**config.mk**
```make
export PLATFORM = sky130hd
export DESIGN_NAME = acq_top
export DESIGN_NICKNAME = d
export VERILOG_FILES = /design/src/verilog/acq_data_pkg.sv /design/src/verilog/acq_bus_pkg.sv /design/src/verilog/acq_top.sv /design/src/verilog/raw_prefetch.sv /design/src/verilog/viz_ctrl.sv /design/src/verilog/acq_ctrl_regs.sv /design/src/verilog/acq_bus_port.sv
export VERILOG_INCLUDE_DIRS = /design/src /design/src/verilog
export SDC_FILE = /design/constraint.sdc
export NUM_CORES = 1
export LEC_CHECK = 0
export ABC_AREA = 1
export BUFFER_PORTS_ARGS = -buffer_cell sky130_fd_sc_hd__buf_2
export CAP_MARGIN = 20
export CORE_MARGIN = 1
export CORE_UTILIZATION = 54
export CTS_CLUSTER_SIZE = 25
export DETAILED_ROUTE_END_ITERATION = 12
export PLACE_DENSITY = 0.85
export SLEW_MARGIN = 25
export SYNTH_ARGS = -nofsm -noshare
export SYNTH_HDL_FRONTEND = slang
export SYNTH_SLANG_ARGS = --single-unit
```
**constraint.sdc**
```tcl
create_clock -name clk_i -period 4.3 [get_ports clk_i]
set_input_delay 1.29 -clock clk_i [delete_from_list [all_inputs] [get_ports clk_i]]
set_output_delay 1.29 -clock clk_i [all_outputs]
set_load 0.01 [all_outputs]
```
**src/verilog/acq_params.svh**
```systemverilog
`ifndef ACQ_PARAMS_SVH
`define ACQ_PARAMS_SVH

// ------------------------------
// Widths
// ------------------------------
// Host bus data byte and register address
`define ACQ_BUS_W    8
`define ACQ_ADDR_W   4
// One raw antenna sample, three bus bytes wide
`define ACQ_SAMPLE_W 24
// Visibilities bank index and block-size counter
`define ACQ_BLK_W    4
`define ACQ_ACCUM_W  24

// ------------------------------
// Register map
// ------------------------------
// Raw antenna-data read-back
`define ACQ_REG_AX_STREAM 4'h0
`define ACQ_REG_AX_DATA1  4'h1
`define ACQ_REG_AX_DATA2  4'h2
`define ACQ_REG_AX_DATA3  4'h3
// Acquisition status and control
`define ACQ_REG_AQ_STATUS 4'h4
`define ACQ_REG_AQ_DEBUG  4'h6
`define ACQ_REG_AQ_SYSTEM 4'h7
// Visibilities stream, status and control
`define ACQ_REG_VX_STREAM 4'h8
`define ACQ_REG_VX_STATUS 4'h9
`define ACQ_REG_VX_SYSTEM 4'ha

`endif
```
**src/verilog/acq_data_pkg.sv**
```systemverilog
`include "acq_params.svh"

// Types for antenna samples, visibilities blocks and the prefetcher
package acq_data_pkg;

   // Raw antenna sample as fetched from memory
   typedef logic [`ACQ_SAMPLE_W-1:0] sample_t;

   // Visibilities bank counter
   typedef logic [`ACQ_BLK_W-1:0] blk_idx_t;
   // Visibilities per block, minus one
   typedef logic [`ACQ_ACCUM_W-1:0] blocksize_t;
   // log2 of the block size, as written by the host
   typedef logic [4:0] log_block_t;

   // Acquisition sample delay
   typedef logic [2:0] aq_delay_t;
   // Next byte of the stream register, MSB first
   typedef logic [1:0] byte_sel_t;

   // Prefetcher fill level: no word, current only, current and next
   typedef enum logic [1:0] {
      PF_EMPTY,
      PF_ONE,
      PF_FULL
   } pf_state_t;

endpackage

```
**src/verilog/acq_bus_pkg.sv**
```systemverilog
`include "acq_params.svh"

// Types for the byte-wide host bus
package acq_bus_pkg;

   // ------------------------------
   // Bus payload
   // ------------------------------
   // One byte on the host data lines, both directions
   typedef logic [`ACQ_BUS_W-1:0] bus_byte_t;

   // ------------------------------
   // Register map
   // ------------------------------
   // Register address, decoded against the ACQ_REG_* values
   typedef logic [`ACQ_ADDR_W-1:0] reg_addr_t;

endpackage

```
**src/verilog/acq_top.sv**
```systemverilog
`timescale 1ns/1ps
`include "acq_params.svh"

module acq_top (
   input  logic                     clk_i,
   input  logic                     rst_i,
   // Host bus
   input  logic                     cyc_i,
   input  logic                     stb_i,
   input  logic                     we_i,
   input  acq_bus_pkg::reg_addr_t   adr_i,
   input  acq_bus_pkg::bus_byte_t   dat_i,
   output acq_bus_pkg::bus_byte_t   dat_o,
   output logic                     ack_o,
   // Raw sample memory source
   input  logic                     data_ready_i,
   output logic                     data_request_o,
   input  acq_data_pkg::sample_t    data_in_i,
   input  logic                     spi_busy_i,
   // Correlator
   input  logic                     overflow_i,
   input  logic                     streamed_i,
   input  logic                     vx_stuck_i,
   input  logic                     vx_limp_i,
   output acq_data_pkg::blocksize_t blocksize_o,
   output logic                     vx_enabled_o,
   output logic                     vx_overwrite_o,
   // Acquisition unit
   input  logic                     aq_valid_i,
   input  logic [24:0]              aq_adr_i,
   output logic                     aq_enabled_o,
   output logic                     aq_debug_o,
   output logic                     aq_shift_o,
   output logic                     aq_count_o,
   output acq_data_pkg::aq_delay_t  aq_delay_o
);

   // Decoded writes and stream reads
   acq_bus_pkg::bus_byte_t wr_data;
   logic                   aq_debug_wr;
   logic                   aq_system_wr;
   logic                   vx_status_wr;
   logic                   vx_system_wr;
   logic                   stream_rd;
   // Read-back bytes
   acq_bus_pkg::bus_byte_t aq_debug_byte;
   acq_bus_pkg::bus_byte_t aq_system_byte;
   acq_bus_pkg::bus_byte_t vx_status_byte;
   acq_bus_pkg::bus_byte_t vx_system_byte;
   acq_bus_pkg::bus_byte_t ax_stream;
   acq_data_pkg::sample_t  ax_word;

   // ------------------------------
   // Bus slave
   // ------------------------------
   // Status byte is the low byte of the capture address
   acq_bus_port i_acq_bus_port (
      .clk_i          (clk_i),
      .rst_i          (rst_i),
      .cyc_i          (cyc_i),
      .stb_i          (stb_i),
      .we_i           (we_i),
      .adr_i          (adr_i),
      .dat_i          (dat_i),
      .ack_o          (ack_o),
      .dat_o          (dat_o),
      .aq_status_i    (aq_adr_i[7:0]),
      .aq_debug_i     (aq_debug_byte),
      .aq_system_i    (aq_system_byte),
      .vx_status_i    (vx_status_byte),
      .vx_system_i    (vx_system_byte),
      .ax_stream_i    (ax_stream),
      .ax_word_i      (ax_word),
      .wr_data_o      (wr_data),
      .aq_debug_wr_o  (aq_debug_wr),
      .aq_system_wr_o (aq_system_wr),
      .vx_status_wr_o (vx_status_wr),
      .vx_system_wr_o (vx_system_wr),
      .stream_rd_o    (stream_rd)
   );

   // ------------------------------
   // Register blocks
   // ------------------------------
   acq_ctrl_regs i_acq_ctrl_regs (
      .clk_i            (clk_i),
      .rst_i            (rst_i),
      .wr_data_i        (wr_data),
      .aq_debug_wr_i    (aq_debug_wr),
      .aq_system_wr_i   (aq_system_wr),
      .aq_valid_i       (aq_valid_i),
      .vx_stuck_i       (vx_stuck_i),
      .vx_limp_i        (vx_limp_i),
      .aq_enabled_o     (aq_enabled_o),
      .aq_debug_o       (aq_debug_o),
      .aq_shift_o       (aq_shift_o),
      .aq_count_o       (aq_count_o),
      .aq_delay_o       (aq_delay_o),
      .aq_debug_byte_o  (aq_debug_byte),
      .aq_system_byte_o (aq_system_byte)
   );

   viz_ctrl i_viz_ctrl (
      .clk_i            (clk_i),
      .rst_i            (rst_i),
      .wr_data_i        (wr_data),
      .vx_status_wr_i   (vx_status_wr),
      .vx_system_wr_i   (vx_system_wr),
      .overflow_i       (overflow_i),
      .streamed_i       (streamed_i),
      .vx_enabled_o     (vx_enabled_o),
      .vx_overwrite_o   (vx_overwrite_o),
      .blocksize_o      (blocksize_o),
      .vx_status_byte_o (vx_status_byte),
      .vx_system_byte_o (vx_system_byte)
   );

   // Antenna sample prefetch for the stream registers
   raw_prefetch i_raw_prefetch (
      .clk_i          (clk_i),
      .rst_i          (rst_i),
      .data_ready_i   (data_ready_i),
      .data_in_i      (data_in_i),
      .data_request_o (data_request_o),
      .stream_rd_i    (stream_rd),
      .spi_busy_i     (spi_busy_i),
      .ax_word_o      (ax_word),
      .ax_stream_o    (ax_stream)
   );

endmodule

```
**src/verilog/raw_prefetch.sv**
```systemverilog
`timescale 1ns/1ps
`include "acq_params.svh"

module raw_prefetch (
   input  logic                   clk_i,
   input  logic                   rst_i,
   // Memory source
   input  logic                   data_ready_i,
   input  acq_data_pkg::sample_t  data_in_i,
   output logic                   data_request_o,
   // Host side
   input  logic                   stream_rd_i,
   input  logic                   spi_busy_i,
   output acq_data_pkg::sample_t  ax_word_o,
   output acq_bus_pkg::bus_byte_t ax_stream_o
);

   acq_data_pkg::pf_state_t state;
   acq_data_pkg::pf_state_t state_nxt;
   acq_data_pkg::sample_t   next_word;
   acq_data_pkg::byte_sel_t idx;
   logic                    wrap;

   // Last byte of the current word is being read
   assign wrap = stream_rd_i && spi_busy_i && (idx == 2'd2);

   // ------------------------------
   // Slot FSM
   // ------------------------------
   always_comb begin
      state_nxt = state;
      case (state)
         acq_data_pkg::PF_EMPTY: if (data_ready_i) state_nxt = acq_data_pkg::PF_ONE;
         // A fill during a wrap goes straight to the current slot
         acq_data_pkg::PF_ONE:   if (data_ready_i && !wrap) state_nxt = acq_data_pkg::PF_FULL;
         acq_data_pkg::PF_FULL:  if (wrap && !data_ready_i) state_nxt = acq_data_pkg::PF_ONE;
         default:                state_nxt = acq_data_pkg::PF_EMPTY;
      endcase
   end

   // Request tracks the next state so it drops as the last slot fills
   always_ff @(posedge clk_i) begin
      if (rst_i) begin
         state          <= acq_data_pkg::PF_EMPTY;
         data_request_o <= 1'b0;
      end else begin
         state          <= state_nxt;
         data_request_o <= (state_nxt != acq_data_pkg::PF_FULL);
      end
   end

   // Word slots, current word held on a wrap with no next word
   always_ff @(posedge clk_i) begin
      if (state == acq_data_pkg::PF_FULL) begin
         if (wrap) ax_word_o <= next_word;
         if (wrap && data_ready_i) next_word <= data_in_i;
      end else if (data_ready_i) begin
         if (state == acq_data_pkg::PF_EMPTY || wrap) ax_word_o <= data_in_i;
         else next_word <= data_in_i;
      end
   end

   // ------------------------------
   // Stream byte index
   // ------------------------------
   // Back to the first byte whenever SPI goes idle
   always_ff @(posedge clk_i) begin
      if (rst_i || !spi_busy_i) begin
         idx <= '0;
      end else if (stream_rd_i) begin
         idx <= wrap ? 2'd0 : idx + 2'd1;
      end
   end

   // MSB first
   always_comb begin
      case (idx)
         2'd0:    ax_stream_o = ax_word_o[23:16];
         2'd1:    ax_stream_o = ax_word_o[15:8];
         default: ax_stream_o = ax_word_o[7:0];
      endcase
   end

endmodule

```
**src/verilog/viz_ctrl.sv**
```systemverilog
`timescale 1ns/1ps
`include "acq_params.svh"

module viz_ctrl (
   input  logic                     clk_i,
   input  logic                     rst_i,
   input  acq_bus_pkg::bus_byte_t   wr_data_i,
   input  logic                     vx_status_wr_i,
   input  logic                     vx_system_wr_i,
   // Correlator events
   input  logic                     overflow_i,
   input  logic                     streamed_i,
   // Correlator settings
   output logic                     vx_enabled_o,
   output logic                     vx_overwrite_o,
   output acq_data_pkg::blocksize_t blocksize_o,
   // Packed read bytes
   output acq_bus_pkg::bus_byte_t   vx_status_byte_o,
   output acq_bus_pkg::bus_byte_t   vx_system_byte_o
);

   acq_data_pkg::log_block_t log_block;
   acq_data_pkg::log_block_t new_log;
   acq_data_pkg::blocksize_t new_size;
   acq_data_pkg::blk_idx_t   bank;

   // ------------------------------
   // Block size from log2 value
   // ------------------------------
   assign new_log = wr_data_i[4:0];

   // Saturate once the shift would leave the counter width
   always_comb begin
      if (new_log >= acq_data_pkg::log_block_t'(`ACQ_ACCUM_W)) begin
         new_size = '1;
      end else begin
         new_size = (acq_data_pkg::blocksize_t'(1) << new_log)
                    - acq_data_pkg::blocksize_t'(1);
      end
   end

   // Control register and derived block size
   always_ff @(posedge clk_i) begin
      if (rst_i) begin
         vx_enabled_o   <= 1'b0;
         vx_overwrite_o <= 1'b0;
         log_block      <= '0;
         blocksize_o    <= '0;
      end else begin
         if (vx_system_wr_i) begin
            vx_overwrite_o <= wr_data_i[6];
            log_block      <= new_log;
            blocksize_o    <= new_size;
         end
         // Overflow stops the correlator unless overwriting is allowed
         if (overflow_i && !vx_overwrite_o) begin
            vx_enabled_o <= 1'b0;
         end else if (vx_system_wr_i) begin
            vx_enabled_o <= wr_data_i[7];
         end
      end
   end

   // ------------------------------
   // Bank counter
   // ------------------------------
   // Host write wins over a streamed bank
   always_ff @(posedge clk_i) begin
      if (rst_i) begin
         bank <= '0;
      end else if (vx_status_wr_i) begin
         bank <= wr_data_i[3:0];
      end else if (streamed_i) begin
         bank <= bank + acq_data_pkg::blk_idx_t'(1);
      end
   end

   assign vx_status_byte_o = {2'b00, overflow_i, 1'b0, bank};
   assign vx_system_byte_o = {vx_enabled_o, vx_overwrite_o, 1'b0, log_block};

endmodule

```
**src/verilog/acq_ctrl_regs.sv**
```systemverilog
`timescale 1ns/1ps
`include "acq_params.svh"

module acq_ctrl_regs (
   input  logic                    clk_i,
   input  logic                    rst_i,
   input  acq_bus_pkg::bus_byte_t  wr_data_i,
   input  logic                    aq_debug_wr_i,
   input  logic                    aq_system_wr_i,
   // Status inputs, read back only
   input  logic                    aq_valid_i,
   input  logic                    vx_stuck_i,
   input  logic                    vx_limp_i,
   // Acquisition settings
   output logic                    aq_enabled_o,
   output logic                    aq_debug_o,
   output logic                    aq_shift_o,
   output logic                    aq_count_o,
   output acq_data_pkg::aq_delay_t aq_delay_o,
   // Packed read bytes
   output acq_bus_pkg::bus_byte_t  aq_debug_byte_o,
   output acq_bus_pkg::bus_byte_t  aq_system_byte_o
);

   // ------------------------------
   // Register writes
   // ------------------------------
   always_ff @(posedge clk_i) begin
      if (rst_i) begin
         aq_enabled_o <= 1'b0;
         aq_delay_o   <= '0;
         aq_debug_o   <= 1'b0;
         aq_shift_o   <= 1'b0;
         aq_count_o   <= 1'b0;
      end else begin
         // Control: enable on bit 7, delay in the low bits
         if (aq_system_wr_i) begin
            aq_enabled_o <= wr_data_i[7];
            aq_delay_o   <= wr_data_i[2:0];
         end
         // Debug flags
         if (aq_debug_wr_i) begin
            aq_debug_o <= wr_data_i[7];
            aq_count_o <= wr_data_i[1];
            aq_shift_o <= wr_data_i[0];
         end
      end
   end

   // Correlator health sits next to the debug flag
   assign aq_debug_byte_o  = {aq_debug_o, vx_stuck_i, vx_limp_i, 3'b000,
                              aq_count_o, aq_shift_o};
   // Valid comes straight from the acquisition unit
   assign aq_system_byte_o = {aq_enabled_o, aq_valid_i, 3'b000, aq_delay_o};

endmodule

```
**src/verilog/acq_bus_port.sv**
```systemverilog
`timescale 1ns/1ps
`include "acq_params.svh"

module acq_bus_port (
   input  logic                  clk_i,
   input  logic                  rst_i,
   // Host bus
   input  logic                  cyc_i,
   input  logic                  stb_i,
   input  logic                  we_i,
   input  acq_bus_pkg::reg_addr_t adr_i,
   input  acq_bus_pkg::bus_byte_t dat_i,
   output logic                  ack_o,
   output acq_bus_pkg::bus_byte_t dat_o,
   // Read bytes from the register blocks
   input  acq_bus_pkg::bus_byte_t aq_status_i,
   input  acq_bus_pkg::bus_byte_t aq_debug_i,
   input  acq_bus_pkg::bus_byte_t aq_system_i,
   input  acq_bus_pkg::bus_byte_t vx_status_i,
   input  acq_bus_pkg::bus_byte_t vx_system_i,
   input  acq_bus_pkg::bus_byte_t ax_stream_i,
   input  acq_data_pkg::sample_t  ax_word_i,
   // Write strobes, valid for the transfer cycle only
   output acq_bus_pkg::bus_byte_t wr_data_o,
   output logic                  aq_debug_wr_o,
   output logic                  aq_system_wr_o,
   output logic                  vx_status_wr_o,
   output logic                  vx_system_wr_o,
   output logic                  stream_rd_o
);

   logic                   xfer;
   acq_bus_pkg::bus_byte_t rd_byte;

   // Pipelined bus, one transfer per strobed cycle
   assign xfer = cyc_i && stb_i;

   // ------------------------------
   // Address decode
   // ------------------------------
   assign wr_data_o      = dat_i;
   assign aq_debug_wr_o  = xfer && we_i && (adr_i == `ACQ_REG_AQ_DEBUG);
   assign aq_system_wr_o = xfer && we_i && (adr_i == `ACQ_REG_AQ_SYSTEM);
   assign vx_status_wr_o = xfer && we_i && (adr_i == `ACQ_REG_VX_STATUS);
   assign vx_system_wr_o = xfer && we_i && (adr_i == `ACQ_REG_VX_SYSTEM);
   // Advances the stream byte index
   assign stream_rd_o    = xfer && !we_i && (adr_i == `ACQ_REG_AX_STREAM);

   // Read multiplexer
   always_comb begin
      case (adr_i)
         `ACQ_REG_AX_STREAM: rd_byte = ax_stream_i;
         `ACQ_REG_AX_DATA1:  rd_byte = ax_word_i[23:16];
         `ACQ_REG_AX_DATA2:  rd_byte = ax_word_i[15:8];
         `ACQ_REG_AX_DATA3:  rd_byte = ax_word_i[7:0];
         `ACQ_REG_AQ_STATUS: rd_byte = aq_status_i;
         `ACQ_REG_AQ_DEBUG:  rd_byte = aq_debug_i;
         `ACQ_REG_AQ_SYSTEM: rd_byte = aq_system_i;
         `ACQ_REG_VX_STATUS: rd_byte = vx_status_i;
         `ACQ_REG_VX_SYSTEM: rd_byte = vx_system_i;
         // VX_STREAM and the gaps in the map read as zero
         default:            rd_byte = '0;
      endcase
   end

   // ------------------------------
   // Acknowledge and read data
   // ------------------------------
   // Ack one cycle after every transfer
   always_ff @(posedge clk_i) begin
      if (rst_i) begin
         ack_o <= 1'b0;
      end else begin
         ack_o <= xfer;
      end
   end

   // Read byte captured alongside the ack
   always_ff @(posedge clk_i) begin
      if (xfer && !we_i) begin
         dat_o <= rd_byte;
      end
   end

endmodule

```
==> impl_results.md <==
- Run status: finished, final reports clean
- Post-CTS setup buffers: 0
- Detail Route met2 WL: 6340 um
- Sequential cell area fraction in the yosys report: 51.3%
- Hpwl dp: 8960 um
- Maximum vdd drop: 0.203 mV
- GR Overflow Total: 0
- Layout net count: 767
- Clock sink count: 104
- First-pass GRT wire length: 20,400 um
- Hold Crit Depth: 2
- Area grow syn2layout: 14.7%
- Cells after synthesis: 600
- Post-CTS Hold Fix Bufs: 0
- Post-Syn Area: 5150 um2
- Lkg Pwr: 2.67 nW
- Pwr Density: 330 nW/um2
- Worst-path cell chain: buf_2 > nor2_1 > nand2_2 > inv_2 > nand2_2 > nor4_2 > o21ai_0 > a21oi_2 > buf_4
- Hold Vio Cnt, Final: 0
- Clk root buf: clkbuf_8
- Worst path depth: 9
- Die Width: 99.7 um
- Share of cells above drive strength 1: 25.1%
- Achievable Freq: 359 MHz
- Tmin final: 2.79 ns
- Relative slew slack: 44.3%
- Required time of the critical path: 4.36 ns
- Unrepaired setup endpoints after global routing: no
- Ports: 116
- CTS tree: done
- Post-synthesis net count: 675
- Wire length on met3: 588 um
- CORE AREA: 9240 um2
- Startpoint types: input pin
- DP Area: 5710 um2
- Crit-path leading delay family: simple AND/OR/NAND/NOR gates
- Max H-tree Level: 3
- Met1 wire length: 5100 um
- Antenna violations before repair: 0
- Vias per inst: 5.44
- Hold Path Class: reg -> reg
- 1st-iter DRT viols: 225
- CTS max path bufs: 2
- Multi-input logic area: 2110 um2
- Syn avg cell area: 8.59 um2
- Final slew viol count: 0
- Register area: 2640 um2
- DR top layer: met4
- Routability congestion estimate: 0.881
- Largest net degree at the start of global routing: 32
- Count of final setup violators: 0
- EDFF count, synth: 56
- CTS buffer count: 9
- Die area: 9940 um2
- Total Neg Setup Slack: 0 ns
- Total power: 0.00195 W
- Row cnt: 35
- Post-CTS Resized: 0
- Top_reg_cell synth: edfxtp_1
- Final instance area: 5910 um2
- Routed vias: 4,496
- Total track usage: 26.4%
- Biggest cell delay along the critical path: 0.32 ns
- FFs w/ async S/R, synth: 0%
- Max-cap violation count: 0
- Skew final: 0.0143 ns
- WL final: 12,300 um
- Fill count: 768
- PortBufs: 97
- Slew at the pin closest to its max-slew limit: 0.834 ns
- Netlist cell types: 46
- Skew-Pair Late Insertion Delay: 0.38 ns
- Worst EP arrival: 2.85 ns
- Critical setup path kind: in -> reg
- Crit-path max FO: 24
- Crit end category: register
- Detailed Routing Iterations Pass 1: 6
- Buf/Inv on CP: 3
- Ys Warns: 0
- Period Utilization, post-route: 64.9%
- CTS clk-pin slew, worst paths: 0.11 ns
- Depth of the worst register-to-register path: 5
- FF+latch count, synth: 104
- Diode count: 0
- DRT antenna net count: 0
- Vias in the first global route: 4,427
- DRC Markers: 0
- Initial Util: 55.8%
- DR WL/cell: 14.9 um
- Worst path most repeated cell: nand2_2
- Die height: 99.7 um
- Slowest cell on crit path: buf_4
cell usage after synthesis (5+ instances only):
master    instances  area share (%)
edfxtp_1         56              33
inv_2            14             1.0
a31oi_1           5            0.61
nand4_1           5            0.61
a221oi_1         12             2.0
nand3_1          26             2.5
nor2_1           63             4.6
nand2_1         142              10
o22ai_1           8            0.97
buf_6             6             1.3
o21ai_0          49             4.8
nand2_2           6            0.73
nor2_2            8            0.97
nor2_4           10             2.2
inv_1            53             3.9
a21oi_1          34             3.3
clkbuf_1          8            0.58
nand3_2           5            0.97
dfxtp_1          48              19
area by class of cell:
cell class                 instances  share of cell area [%]
clock buffer                       9                    2.10
clock inverter                     7                    1.38
inverter                          71                    4.64
multi-input combinational        405                    35.7
sequential                       104                    44.7
tap                              129                    2.73
timing repair buffer             101                    8.72
per-layer routing:
layer | vias to the layer above | global-route usage [%]
met2 | 176 | 47.5
met1 | 2099 | 31.2
li1 | 2195 | -
met5 | - | 0
met4 | 0 | 13.1
met3 | 26 | 3.09
registers in the layout (all words and copies together) (netlist names), 2 cells and up:
register                    cells
i_raw_prefetch.ax_word_o       24
i_viz_ctrl.blocksize_o         24
i_raw_prefetch.idx              2
i_raw_prefetch.next_word       24
i_acq_ctrl_regs.aq_delay_o      3
i_viz_ctrl.log_block            5
i_viz_ctrl.bank                 4
i_raw_prefetch.state            2
i_acq_bus_port.dat_o            8
worst min-delay path, cell delays in order (launching register included):
cell and delay [ns]:
dfxtp_1 0.31, inv_1 0.08, a21oi_1 0.06
worst paths after layout:
kind                                         from                                      to  slack [ns]
max reg2reg    i_raw_prefetch.state[1]$_SDFF_PP0_  i_raw_prefetch.next_word[21]$_DFFE_PP_        1.74
min          i_viz_ctrl.log_block[3]$_SDFFE_PP0P_    i_viz_ctrl.log_block[3]$_SDFFE_PP0P_        0.49
max                                      adr_i[1]  i_raw_prefetch.next_word[21]$_DFFE_PP_        1.51
min reg2reg  i_viz_ctrl.log_block[3]$_SDFFE_PP0P_    i_viz_ctrl.log_block[3]$_SDFFE_PP0P_        0.49
layout by cell type (no fill, tap or decap), types with 5 or more instances in the layout:
cell type and instances:
nand2_1 142, inv_1 53, inv_2 14, nand3_2 5, clkbuf_8 9, dfxtp_1 48
nor2_1 63, nor2_2 8, nand4_1 5, a31oi_1 5, nor2_4 10, o22ai_1 8
o21ai_0 49, a221oi_1 12, nand2_2 6, buf_2 97, edfxtp_1 56, a21oi_1 33
nand3_1 26
logic make-up after synthesis:
logic type	share of synthesized area, %
and+or+nand+nor	26.4
AOI/OAI and AO/OA	13.8
DFF	51.3
buffers and inverters	7.82
adders and majority gates	0.485
xor gates and xnor gates	0.170
stage by stage:
stage	hold WS, ns	utilization (%)	cells	setup slack [ns]
detailed placement	0.474	61.7	810	1.09
finish	0.487	64.0	826	1.51
global route	0.534	64.0	826	1.36
floorplan	0.430	-	600	0.429
global placement	0.458	61.7	810	1.17
CTS	0.491	64.0	826	1.50
report_power, final:
group	leakage (nW)	switching [W]	internal, W
Clock	0.103	0.000386	0.000233
Sequential	0.913	0.0000171	0.00110
Combinational	1.65	0.000147	0.0000715
Note: power is estimated with default switching activity, not from simulation.
